`src/hw/axi_consts.svh`:
```
`ifndef AXI_CONSTS_SVH
`define AXI_CONSTS_SVH

// Bus widths
`define AXI_ADDR_BITS 32
`define AXI_DATA_BITS 32
`define AXI_STRB_BITS 4
`define AXI_LEN_BITS  8

// Address bits that pick the slave
`define AXI_SEL_LSB 16
`define AXI_SEL_MSB 17

`endif

```
`src/hw/axi_pkg.sv`:
```
`default_nettype none

`include "axi_consts.svh"

package axi_pkg;

  typedef logic [`AXI_ADDR_BITS-1:0] axi_addr_t;
  typedef logic [`AXI_DATA_BITS-1:0] axi_data_t;
  typedef logic [`AXI_STRB_BITS-1:0] axi_strb_t;
  typedef logic [`AXI_LEN_BITS-1:0]  axi_len_t;
  typedef logic [1:0]                axi_resp_t;

  // Which slave owns the write, and whether it waits for B
  typedef enum logic [2:0] {
    WLOCK_NO       = 3'd0,
    WLOCK_S0       = 3'd1,
    WLOCK_S1       = 3'd2,
    WLOCK_S2       = 3'd3,
    WLOCK_S0_WRESP = 3'd4,
    WLOCK_S1_WRESP = 3'd5,
    WLOCK_S2_WRESP = 3'd6
  } write_data_arb_lock_t;

endpackage

`default_nettype wire

```
`src/hw/aw_router.sv`:
```
`default_nettype none

`include "axi_consts.svh"

module aw_router
  import axi_pkg::*;
(
  input  logic                 clk,
  input  logic                 rstn,
  // Master
  input  axi_addr_t            awaddr_m,
  input  axi_len_t             awlen_m,
  input  logic                 awvalid_m,
  output logic                 awready_m,
  // Lock from the W path
  input  write_data_arb_lock_t write_data_arb_lock,
  // Slave 0
  output axi_addr_t            awaddr_s0,
  output axi_len_t             awlen_s0,
  output logic                 awvalid_s0,
  input  logic                 awready_s0,
  // Slave 1
  output axi_addr_t            awaddr_s1,
  output axi_len_t             awlen_s1,
  output logic                 awvalid_s1,
  input  logic                 awready_s1,
  // Slave 2
  output axi_addr_t            awaddr_s2,
  output axi_len_t             awlen_s2,
  output logic                 awvalid_s2,
  input  logic                 awready_s2
);

  logic [1:0] region;
  logic [2:0] aw_sel;
  logic       aw_taken;
  logic       aw_open;

  assign region = awaddr_m[`AXI_SEL_MSB:`AXI_SEL_LSB];

  // Region 3 falls to the default slave
  always_comb begin
    case (region)
      2'd0:    aw_sel = 3'b001;
      2'd1:    aw_sel = 3'b010;
      default: aw_sel = 3'b100;
    endcase
  end

  // Only one write in flight
  assign aw_open = (write_data_arb_lock == WLOCK_NO) && !aw_taken;

  always_ff @(posedge clk, negedge rstn) begin
    if (!rstn) begin
      aw_taken <= 1'b0;
    end else if (awvalid_m && awready_m) begin
      aw_taken <= 1'b1;
    end else if (write_data_arb_lock != WLOCK_NO) begin
      aw_taken <= 1'b0;
    end
  end

  assign awvalid_s0 = aw_open & aw_sel[0] & awvalid_m;
  assign awvalid_s1 = aw_open & aw_sel[1] & awvalid_m;
  assign awvalid_s2 = aw_open & aw_sel[2] & awvalid_m;

  assign awaddr_s0 = aw_sel[0] ? awaddr_m : '0;
  assign awaddr_s1 = aw_sel[1] ? awaddr_m : '0;
  assign awaddr_s2 = aw_sel[2] ? awaddr_m : '0;

  assign awlen_s0 = aw_sel[0] ? awlen_m : '0;
  assign awlen_s1 = aw_sel[1] ? awlen_m : '0;
  assign awlen_s2 = aw_sel[2] ? awlen_m : '0;

  // Ready comes back from the decoded slave alone
  assign awready_m = aw_open & |(aw_sel & {awready_s2, awready_s1, awready_s0});

endmodule

`default_nettype wire

```
`src/hw/axi_write_xbar.sv`:
```
`default_nettype none

module axi_write_xbar
  import axi_pkg::*;
(
  input  logic      clk,
  input  logic      rstn,
  // Master
  input  axi_addr_t awaddr_m,
  input  axi_len_t  awlen_m,
  input  logic      awvalid_m,
  output logic      awready_m,
  input  axi_data_t wdata_m,
  input  axi_strb_t wstrb_m,
  input  logic      wlast_m,
  input  logic      wvalid_m,
  output logic      wready_m,
  output axi_resp_t bresp_m,
  output logic      bvalid_m,
  input  logic      bready_m,
  // Slave 0
  output axi_addr_t awaddr_s0,
  output axi_len_t  awlen_s0,
  output logic      awvalid_s0,
  input  logic      awready_s0,
  output axi_data_t wdata_s0,
  output axi_strb_t wstrb_s0,
  output logic      wlast_s0,
  output logic      wvalid_s0,
  input  logic      wready_s0,
  input  axi_resp_t bresp_s0,
  input  logic      bvalid_s0,
  output logic      bready_s0,
  // Slave 1
  output axi_addr_t awaddr_s1,
  output axi_len_t  awlen_s1,
  output logic      awvalid_s1,
  input  logic      awready_s1,
  output axi_data_t wdata_s1,
  output axi_strb_t wstrb_s1,
  output logic      wlast_s1,
  output logic      wvalid_s1,
  input  logic      wready_s1,
  input  axi_resp_t bresp_s1,
  input  logic      bvalid_s1,
  output logic      bready_s1,
  // Slave 2, also the default slave
  output axi_addr_t awaddr_s2,
  output axi_len_t  awlen_s2,
  output logic      awvalid_s2,
  input  logic      awready_s2,
  output axi_data_t wdata_s2,
  output axi_strb_t wstrb_s2,
  output logic      wlast_s2,
  output logic      wvalid_s2,
  input  logic      wready_s2,
  input  axi_resp_t bresp_s2,
  input  logic      bvalid_s2,
  output logic      bready_s2
);

  write_data_arb_lock_t write_data_arb_lock;

  aw_router u_aw_router (
    .clk                 (clk),
    .rstn                (rstn),
    .awaddr_m            (awaddr_m),
    .awlen_m             (awlen_m),
    .awvalid_m           (awvalid_m),
    .awready_m           (awready_m),
    .write_data_arb_lock (write_data_arb_lock),
    .awaddr_s0           (awaddr_s0),
    .awlen_s0            (awlen_s0),
    .awvalid_s0          (awvalid_s0),
    .awready_s0          (awready_s0),
    .awaddr_s1           (awaddr_s1),
    .awlen_s1            (awlen_s1),
    .awvalid_s1          (awvalid_s1),
    .awready_s1          (awready_s1),
    .awaddr_s2           (awaddr_s2),
    .awlen_s2            (awlen_s2),
    .awvalid_s2          (awvalid_s2),
    .awready_s2          (awready_s2)
  );

  // Owns the lock
  w_router u_w_router (
    .clk                 (clk),
    .rstn                (rstn),
    .wdata_m             (wdata_m),
    .wstrb_m             (wstrb_m),
    .wlast_m             (wlast_m),
    .wvalid_m            (wvalid_m),
    .wready_m            (wready_m),
    .bvalid_m            (bvalid_m),
    .bready_m            (bready_m),
    .awvalid_s0          (awvalid_s0),
    .awready_s0          (awready_s0),
    .wdata_s0            (wdata_s0),
    .wstrb_s0            (wstrb_s0),
    .wlast_s0            (wlast_s0),
    .wvalid_s0           (wvalid_s0),
    .wready_s0           (wready_s0),
    .awvalid_s1          (awvalid_s1),
    .awready_s1          (awready_s1),
    .wdata_s1            (wdata_s1),
    .wstrb_s1            (wstrb_s1),
    .wlast_s1            (wlast_s1),
    .wvalid_s1           (wvalid_s1),
    .wready_s1           (wready_s1),
    .awvalid_s2          (awvalid_s2),
    .awready_s2          (awready_s2),
    .wdata_s2            (wdata_s2),
    .wstrb_s2            (wstrb_s2),
    .wlast_s2            (wlast_s2),
    .wvalid_s2           (wvalid_s2),
    .wready_s2           (wready_s2),
    .write_data_arb_lock (write_data_arb_lock)
  );

  b_router u_b_router (
    .write_data_arb_lock (write_data_arb_lock),
    .bresp_m             (bresp_m),
    .bvalid_m            (bvalid_m),
    .bready_m            (bready_m),
    .bresp_s0            (bresp_s0),
    .bvalid_s0           (bvalid_s0),
    .bready_s0           (bready_s0),
    .bresp_s1            (bresp_s1),
    .bvalid_s1           (bvalid_s1),
    .bready_s1           (bready_s1),
    .bresp_s2            (bresp_s2),
    .bvalid_s2           (bvalid_s2),
    .bready_s2           (bready_s2)
  );

endmodule

`default_nettype wire

```
`src/hw/b_router.sv`:
```
`default_nettype none

module b_router
  import axi_pkg::*;
(
  input  write_data_arb_lock_t write_data_arb_lock,
  // Master
  output axi_resp_t            bresp_m,
  output logic                 bvalid_m,
  input  logic                 bready_m,
  // Slave 0
  input  axi_resp_t            bresp_s0,
  input  logic                 bvalid_s0,
  output logic                 bready_s0,
  // Slave 1
  input  axi_resp_t            bresp_s1,
  input  logic                 bvalid_s1,
  output logic                 bready_s1,
  // Slave 2
  input  axi_resp_t            bresp_s2,
  input  logic                 bvalid_s2,
  output logic                 bready_s2
);

  logic [2:0] b_sel;

  // Response accepted only from the slave waiting on B
  always_comb begin
    case (write_data_arb_lock)
      WLOCK_S0_WRESP: b_sel = 3'b001;
      WLOCK_S1_WRESP: b_sel = 3'b010;
      WLOCK_S2_WRESP: b_sel = 3'b100;
      default:        b_sel = 3'b000;
    endcase
  end

  assign bvalid_m = |(b_sel & {bvalid_s2, bvalid_s1, bvalid_s0});

  always_comb begin
    case (b_sel)
      3'b001:  bresp_m = bresp_s0;
      3'b010:  bresp_m = bresp_s1;
      3'b100:  bresp_m = bresp_s2;
      default: bresp_m = '0;
    endcase
  end

  assign bready_s0 = b_sel[0] & bready_m;
  assign bready_s1 = b_sel[1] & bready_m;
  assign bready_s2 = b_sel[2] & bready_m;

endmodule

`default_nettype wire

```
`src/hw/w_router.sv`:
```
`default_nettype none

module w_router
  import axi_pkg::*;
(
  input  logic                 clk,
  input  logic                 rstn,
  // Master W
  input  axi_data_t            wdata_m,
  input  axi_strb_t            wstrb_m,
  input  logic                 wlast_m,
  input  logic                 wvalid_m,
  output logic                 wready_m,
  // Master B handshake
  input  logic                 bvalid_m,
  input  logic                 bready_m,
  // Slave 0
  input  logic                 awvalid_s0,
  input  logic                 awready_s0,
  output axi_data_t            wdata_s0,
  output axi_strb_t            wstrb_s0,
  output logic                 wlast_s0,
  output logic                 wvalid_s0,
  input  logic                 wready_s0,
  // Slave 1
  input  logic                 awvalid_s1,
  input  logic                 awready_s1,
  output axi_data_t            wdata_s1,
  output axi_strb_t            wstrb_s1,
  output logic                 wlast_s1,
  output logic                 wvalid_s1,
  input  logic                 wready_s1,
  // Slave 2
  input  logic                 awvalid_s2,
  input  logic                 awready_s2,
  output axi_data_t            wdata_s2,
  output axi_strb_t            wstrb_s2,
  output logic                 wlast_s2,
  output logic                 wvalid_s2,
  input  logic                 wready_s2,
  // Lock
  output write_data_arb_lock_t write_data_arb_lock
);

  write_data_arb_lock_t lock_next;
  logic [2:0]           aw_hs;
  logic [2:0]           w_sel;
  logic                 last_hs;
  logic                 b_hs;

  assign aw_hs   = {awvalid_s2 & awready_s2, awvalid_s1 & awready_s1, awvalid_s0 & awready_s0};
  assign last_hs = wvalid_m & wready_m & wlast_m;
  assign b_hs    = bvalid_m & bready_m;

  always_ff @(posedge clk, negedge rstn) begin
    if (!rstn) begin
      write_data_arb_lock <= WLOCK_NO;
    end else begin
      write_data_arb_lock <= lock_next;
    end
  end

  always_comb begin
    lock_next = write_data_arb_lock;
    case (write_data_arb_lock)
      WLOCK_NO: begin
        if (aw_hs[0]) lock_next = WLOCK_S0;
        else if (aw_hs[1]) lock_next = WLOCK_S1;
        else if (aw_hs[2]) lock_next = WLOCK_S2;
      end
      WLOCK_S0: begin
        if (last_hs) lock_next = WLOCK_S0_WRESP;
      end
      WLOCK_S1: begin
        if (last_hs) lock_next = WLOCK_S1_WRESP;
      end
      WLOCK_S2: begin
        if (last_hs) lock_next = WLOCK_S2_WRESP;
      end
      WLOCK_S0_WRESP, WLOCK_S1_WRESP, WLOCK_S2_WRESP: begin
        // Write closes once the master takes B
        if (b_hs) lock_next = WLOCK_NO;
      end
      default: lock_next = WLOCK_NO;
    endcase
  end

  // Data phase only, nothing flows while waiting for B
  always_comb begin
    case (write_data_arb_lock)
      WLOCK_S0: w_sel = 3'b001;
      WLOCK_S1: w_sel = 3'b010;
      WLOCK_S2: w_sel = 3'b100;
      default:  w_sel = 3'b000;
    endcase
  end

  assign wvalid_s0 = w_sel[0] & wvalid_m;
  assign wvalid_s1 = w_sel[1] & wvalid_m;
  assign wvalid_s2 = w_sel[2] & wvalid_m;

  assign wlast_s0 = w_sel[0] & wlast_m;
  assign wlast_s1 = w_sel[1] & wlast_m;
  assign wlast_s2 = w_sel[2] & wlast_m;

  assign wdata_s0 = w_sel[0] ? wdata_m : '0;
  assign wdata_s1 = w_sel[1] ? wdata_m : '0;
  assign wdata_s2 = w_sel[2] ? wdata_m : '0;

  assign wstrb_s0 = w_sel[0] ? wstrb_m : '0;
  assign wstrb_s1 = w_sel[1] ? wstrb_m : '0;
  assign wstrb_s2 = w_sel[2] ? wstrb_m : '0;

  assign wready_m = |(w_sel & {wready_s2, wready_s1, wready_s0});

endmodule

`default_nettype wire

```
`config.mk`:
```
export PLATFORM = sky130hd
export DESIGN_NAME = axi_write_xbar
export DESIGN_NICKNAME = d
export VERILOG_FILES = /design/src/hw/axi_pkg.sv /design/src/hw/aw_router.sv /design/src/hw/axi_write_xbar.sv /design/src/hw/b_router.sv /design/src/hw/w_router.sv
export VERILOG_INCLUDE_DIRS = /design/src /design/src/hw
export SDC_FILE = /design/constraint.sdc
export NUM_CORES = 1
export LEC_CHECK = 0
export BUFFER_PORTS_ARGS = -buffer_cell sky130_fd_sc_hd__buf_2
export CORE_AREA = 2 2 132 134
export CTS_BUF_LIST = sky130_fd_sc_hd__clkbuf_8
export DETAILED_ROUTE_END_ITERATION = 6
export DIE_AREA = 0 0 134 136
export PLACE_DENSITY = 0.49
export SETUP_SLACK_MARGIN = 0.2
export SLEW_MARGIN = 10
export SYNTH_ARGS = -nofsm -noshare
export SYNTH_HDL_FRONTEND = slang
export SYNTH_HIERARCHICAL = 1
export SYNTH_SLANG_ARGS = --single-unit
export TNS_END_PERCENT = 50
```
`constraint.sdc`:
```
create_clock -name clk -period 2.1 [get_ports clk]
set_input_delay 0 -clock clk [delete_from_list [all_inputs] [get_ports clk]]
set_output_delay 0 -clock clk [all_outputs]
set_load 0.05 [all_outputs]
```
==> impl_metrics.tcl <==
set metrics [dict create \
    drv_cap 0 \
    portBuffers 338 \
    timing.rr.end "u_w_router/write_data_arb_lock[0]" \
    io_pins 342 \
    num_rows 48 \
    power.total_w 0.00472 \
    crit_arrival_ns 1.79 \
    path_clk_slew_ns 0.03 \
    antenna_cells 0 \
    cts-htree-levels 1 \
    period_minus_slack_ns 1.79 \
    reg2regPathDepth 6 \
    post_drt_wl_per_cell_um 12.7 \
    antenna_found_initial 1 \
    critical_path_class "reg -> out" \
    yosysWarnings 6 \
    clock_sinks 4 \
    cp-end-kind "output port" \
    startpoint "u_w_router/write_data_arb_lock[1]" \
    clock_skew_ns 0.00294 \
    root_buffer "clkbuf_8" \
    drt_iter0_drc 82 \
    fillerInstances 1914 \
    fmax_mhz 558 \
    cp.required_ns 2.10 \
    grt_pass1_wl_mm 14.9 \
    avgSynthCellArea_um2 6.61 \
    num_vias 3333 \
    slowest_stage "dfrtp_1" \
    start_util_pct 12.7 \
    synth_largest_area_cell "and2_1" \
    synth_area_um2 2150 \
    slowest_delay_ns 0.36 \
    synthTopCellsByCount "and2_1 (214), and2_2 (18), clkbuf_1 (14), buf_2 (10)" \
    p_per_area_nw_per_um2 1120 \
    reg2reg_slack_ns 0.34 \
    ys_types 40 \
    slew_viol_final 0 \
    synthTopCellsByArea "and2_1 (62%), and2_2 (6.3%), dfrtp_1 (4.7%), clkbuf_1 (2.4%), buf_2 (2.3%)" \
    gp_congestion 0.722 \
    post-route-util_pct 24.9 \
    synth_edf_count 0 \
    post_dp_cell_area_um2 4050 \
    clk_latency_ns 0.22 \
    cp-endpoint "wdata_s1[29]" \
    grt-ovfl-total 0 \
    rsz0062_at_grt "true" \
    cts_buffers 3 \
    setup-tns-final_ns 0 \
    worst_setup_path_start_kind "flop" \
    grt_pass1_vias 2804 \
    fin_nets 747 \
    grt_max_degree 41 \
    synth-seq-cells 4 \
    crit_chain "buf_6 > inv_1 > nor3_2 > buf_12 > and2_1 > buf_2" \
    drive_above_1_share_pct 59.6 \
    r2r-start "u_w_router/write_data_arb_lock[0]" \
    route.detailed.drc 0 \
    p_leak_nw 2.59 \
    worst-path-max-fanout 38 \
    synthToLayoutAreaGrowth_pct 95.5 \
    finalHoldViolCount 0 \
    status "completed" \
    yosys_most_used_dff "dfrtp_1" \
    fin_crit_sh_pct 85.3 \
    track_usage_pct 10.2 \
    peakVddDrop_uv 606 \
    dieArea_um2 18200 \
    dr.pass1.iters 4 \
    dp_hpwl_mm 8.98 \
    wl_mm 11.1 \
    worstHoldPathType "in -> async" \
    die-height_um 136 \
    setup_viol 0 \
    final_antenna_net_count 0 \
    synth_most_common_cell "and2_1" \
    cts_max_path_buffers 2 \
    async_flop_share_pct 100 \
    die_x_um 134 \
    cts_tree "built" \
    viasPerCell 3.82 \
    synth_cells 325 \
    netlist.area_leader.share_pct 62.3 \
    coreArea_um2 16900 \
    stdcell_area_um2 4200 \
    yosysSeqAreaShare_pct 4.66 \
]
[placed cells by master (no fill, tap or decap), types with 2 or more instances in the layout]
master,n
buf_2,321
and2_1,213
and2_2,19
clkbuf_4,17
buf_4,7
nand3b_1,5
mux2i_1,5
o21ai_1,4
nand2_1,4
clkbuf_8,3
buf_6,3
and3_2,3
a31oi_1,3
conb_1,3
dfrtp_1,3
inv_1,2
o21ai_0,2
a21oi_1,2
a2111oi_2,2
nor3b_1,2
nor3_4,2
a22oi_1,2
buf_12,2
[per-stage QoR]
stage / instances / hold WS (ns) / worst slack [ns]
floorplan: 327 / -0.296 / 0.266
global placement: 866 / -0.187 / 0.254
detailed placement: 866 / -0.188 / 0.269
CTS: 870 / 0.116 / 0.176
global route: 873 / 0.135 / 0.197
finish: 873 / 0.117 / 0.308
[where the power goes]
part           internal, W  switching (W)  leakage, nW
combinational      0.00118        0.00323         2.52
sequential        0.000114      0.0000260       0.0507
clock             0.000122      0.0000436       0.0216
[how the worst min path moves through the flow]
| stage | startpoint | endpoint | slack (ns) | cells after the start |
|---|---|---|---|---|
| after floorplan | rstn | u_aw_router/aw_taken | -0.30 | 0 |
| after global placement | rstn | u_aw_router/aw_taken | -0.19 | 1 |
| after detailed placement | rstn | u_aw_router/aw_taken | -0.19 | 1 |
| after CTS | rstn | u_w_router/write_data_arb_lock[2] | 0.12 | 2 |
| after global routing | awvalid_m | u_aw_router/aw_taken | 0.13 | 3 |
| final | rstn | u_w_router/write_data_arb_lock[1] | 0.12 | 2 |
[routing by layer]
| layer | GRT usage (%) | routed length, um |
|---|---|---|
| met5 | 0 | 13 |
| met4 | 1.60 | 65 |
| met3 | 2.42 | 1160 |
| met2 | 21.5 | 5970 |
| met1 | 10.0 | 3900 |
[sequential cells by signal, summed over array words and instances (netlist names)]
register                        cells
u_w_router/write_data_arb_lock      3
u_aw_router/aw_taken                1
[critical path: cells and delay by family, from the launching register on]
family                 cells  cell delay [ns]
buffers and inverters      4             0.81
DFF                        1             0.36
and+or+nand+nor            2             0.39
[layout make-up]
cell class,count,area (um2),area share (%)
Clock buffer,3,41.3,0.983
Inverter,3,11.3,0.268
Multi-Input combinational cell,286,1880,44.7
Sequential cell,4,101,2.41
Tap cell,225,282,6.70
Timing Repair Buffer,352,1890,44.9
[timing repair]
| action | 4_1_cts | 5_1_grt |
|---|---|---|
| setup buffers | 0 | 2 |
| pin swaps | 0 | 1 |
| hold buffers | 1 | 0 |
| endpoints found under the setup margin | 76 | 86 |
| cloned | 0 | 1 |
| gates resized for setup | 2 | 26 |
| hold endpoints to repair | 4 | 0 |
[logic make-up after synthesis]
kind of cell / Yosys count / share of synthesized area (%)
mux: 6 / 2.85
flops: 4 / 4.66
compound gates: 20 / 6.81
buf+inv: 37 / 9.49
simple gates: 257 / 76.0
other cells: 1 / 0.175
Note: power is estimated with default switching activity, not from simulation.
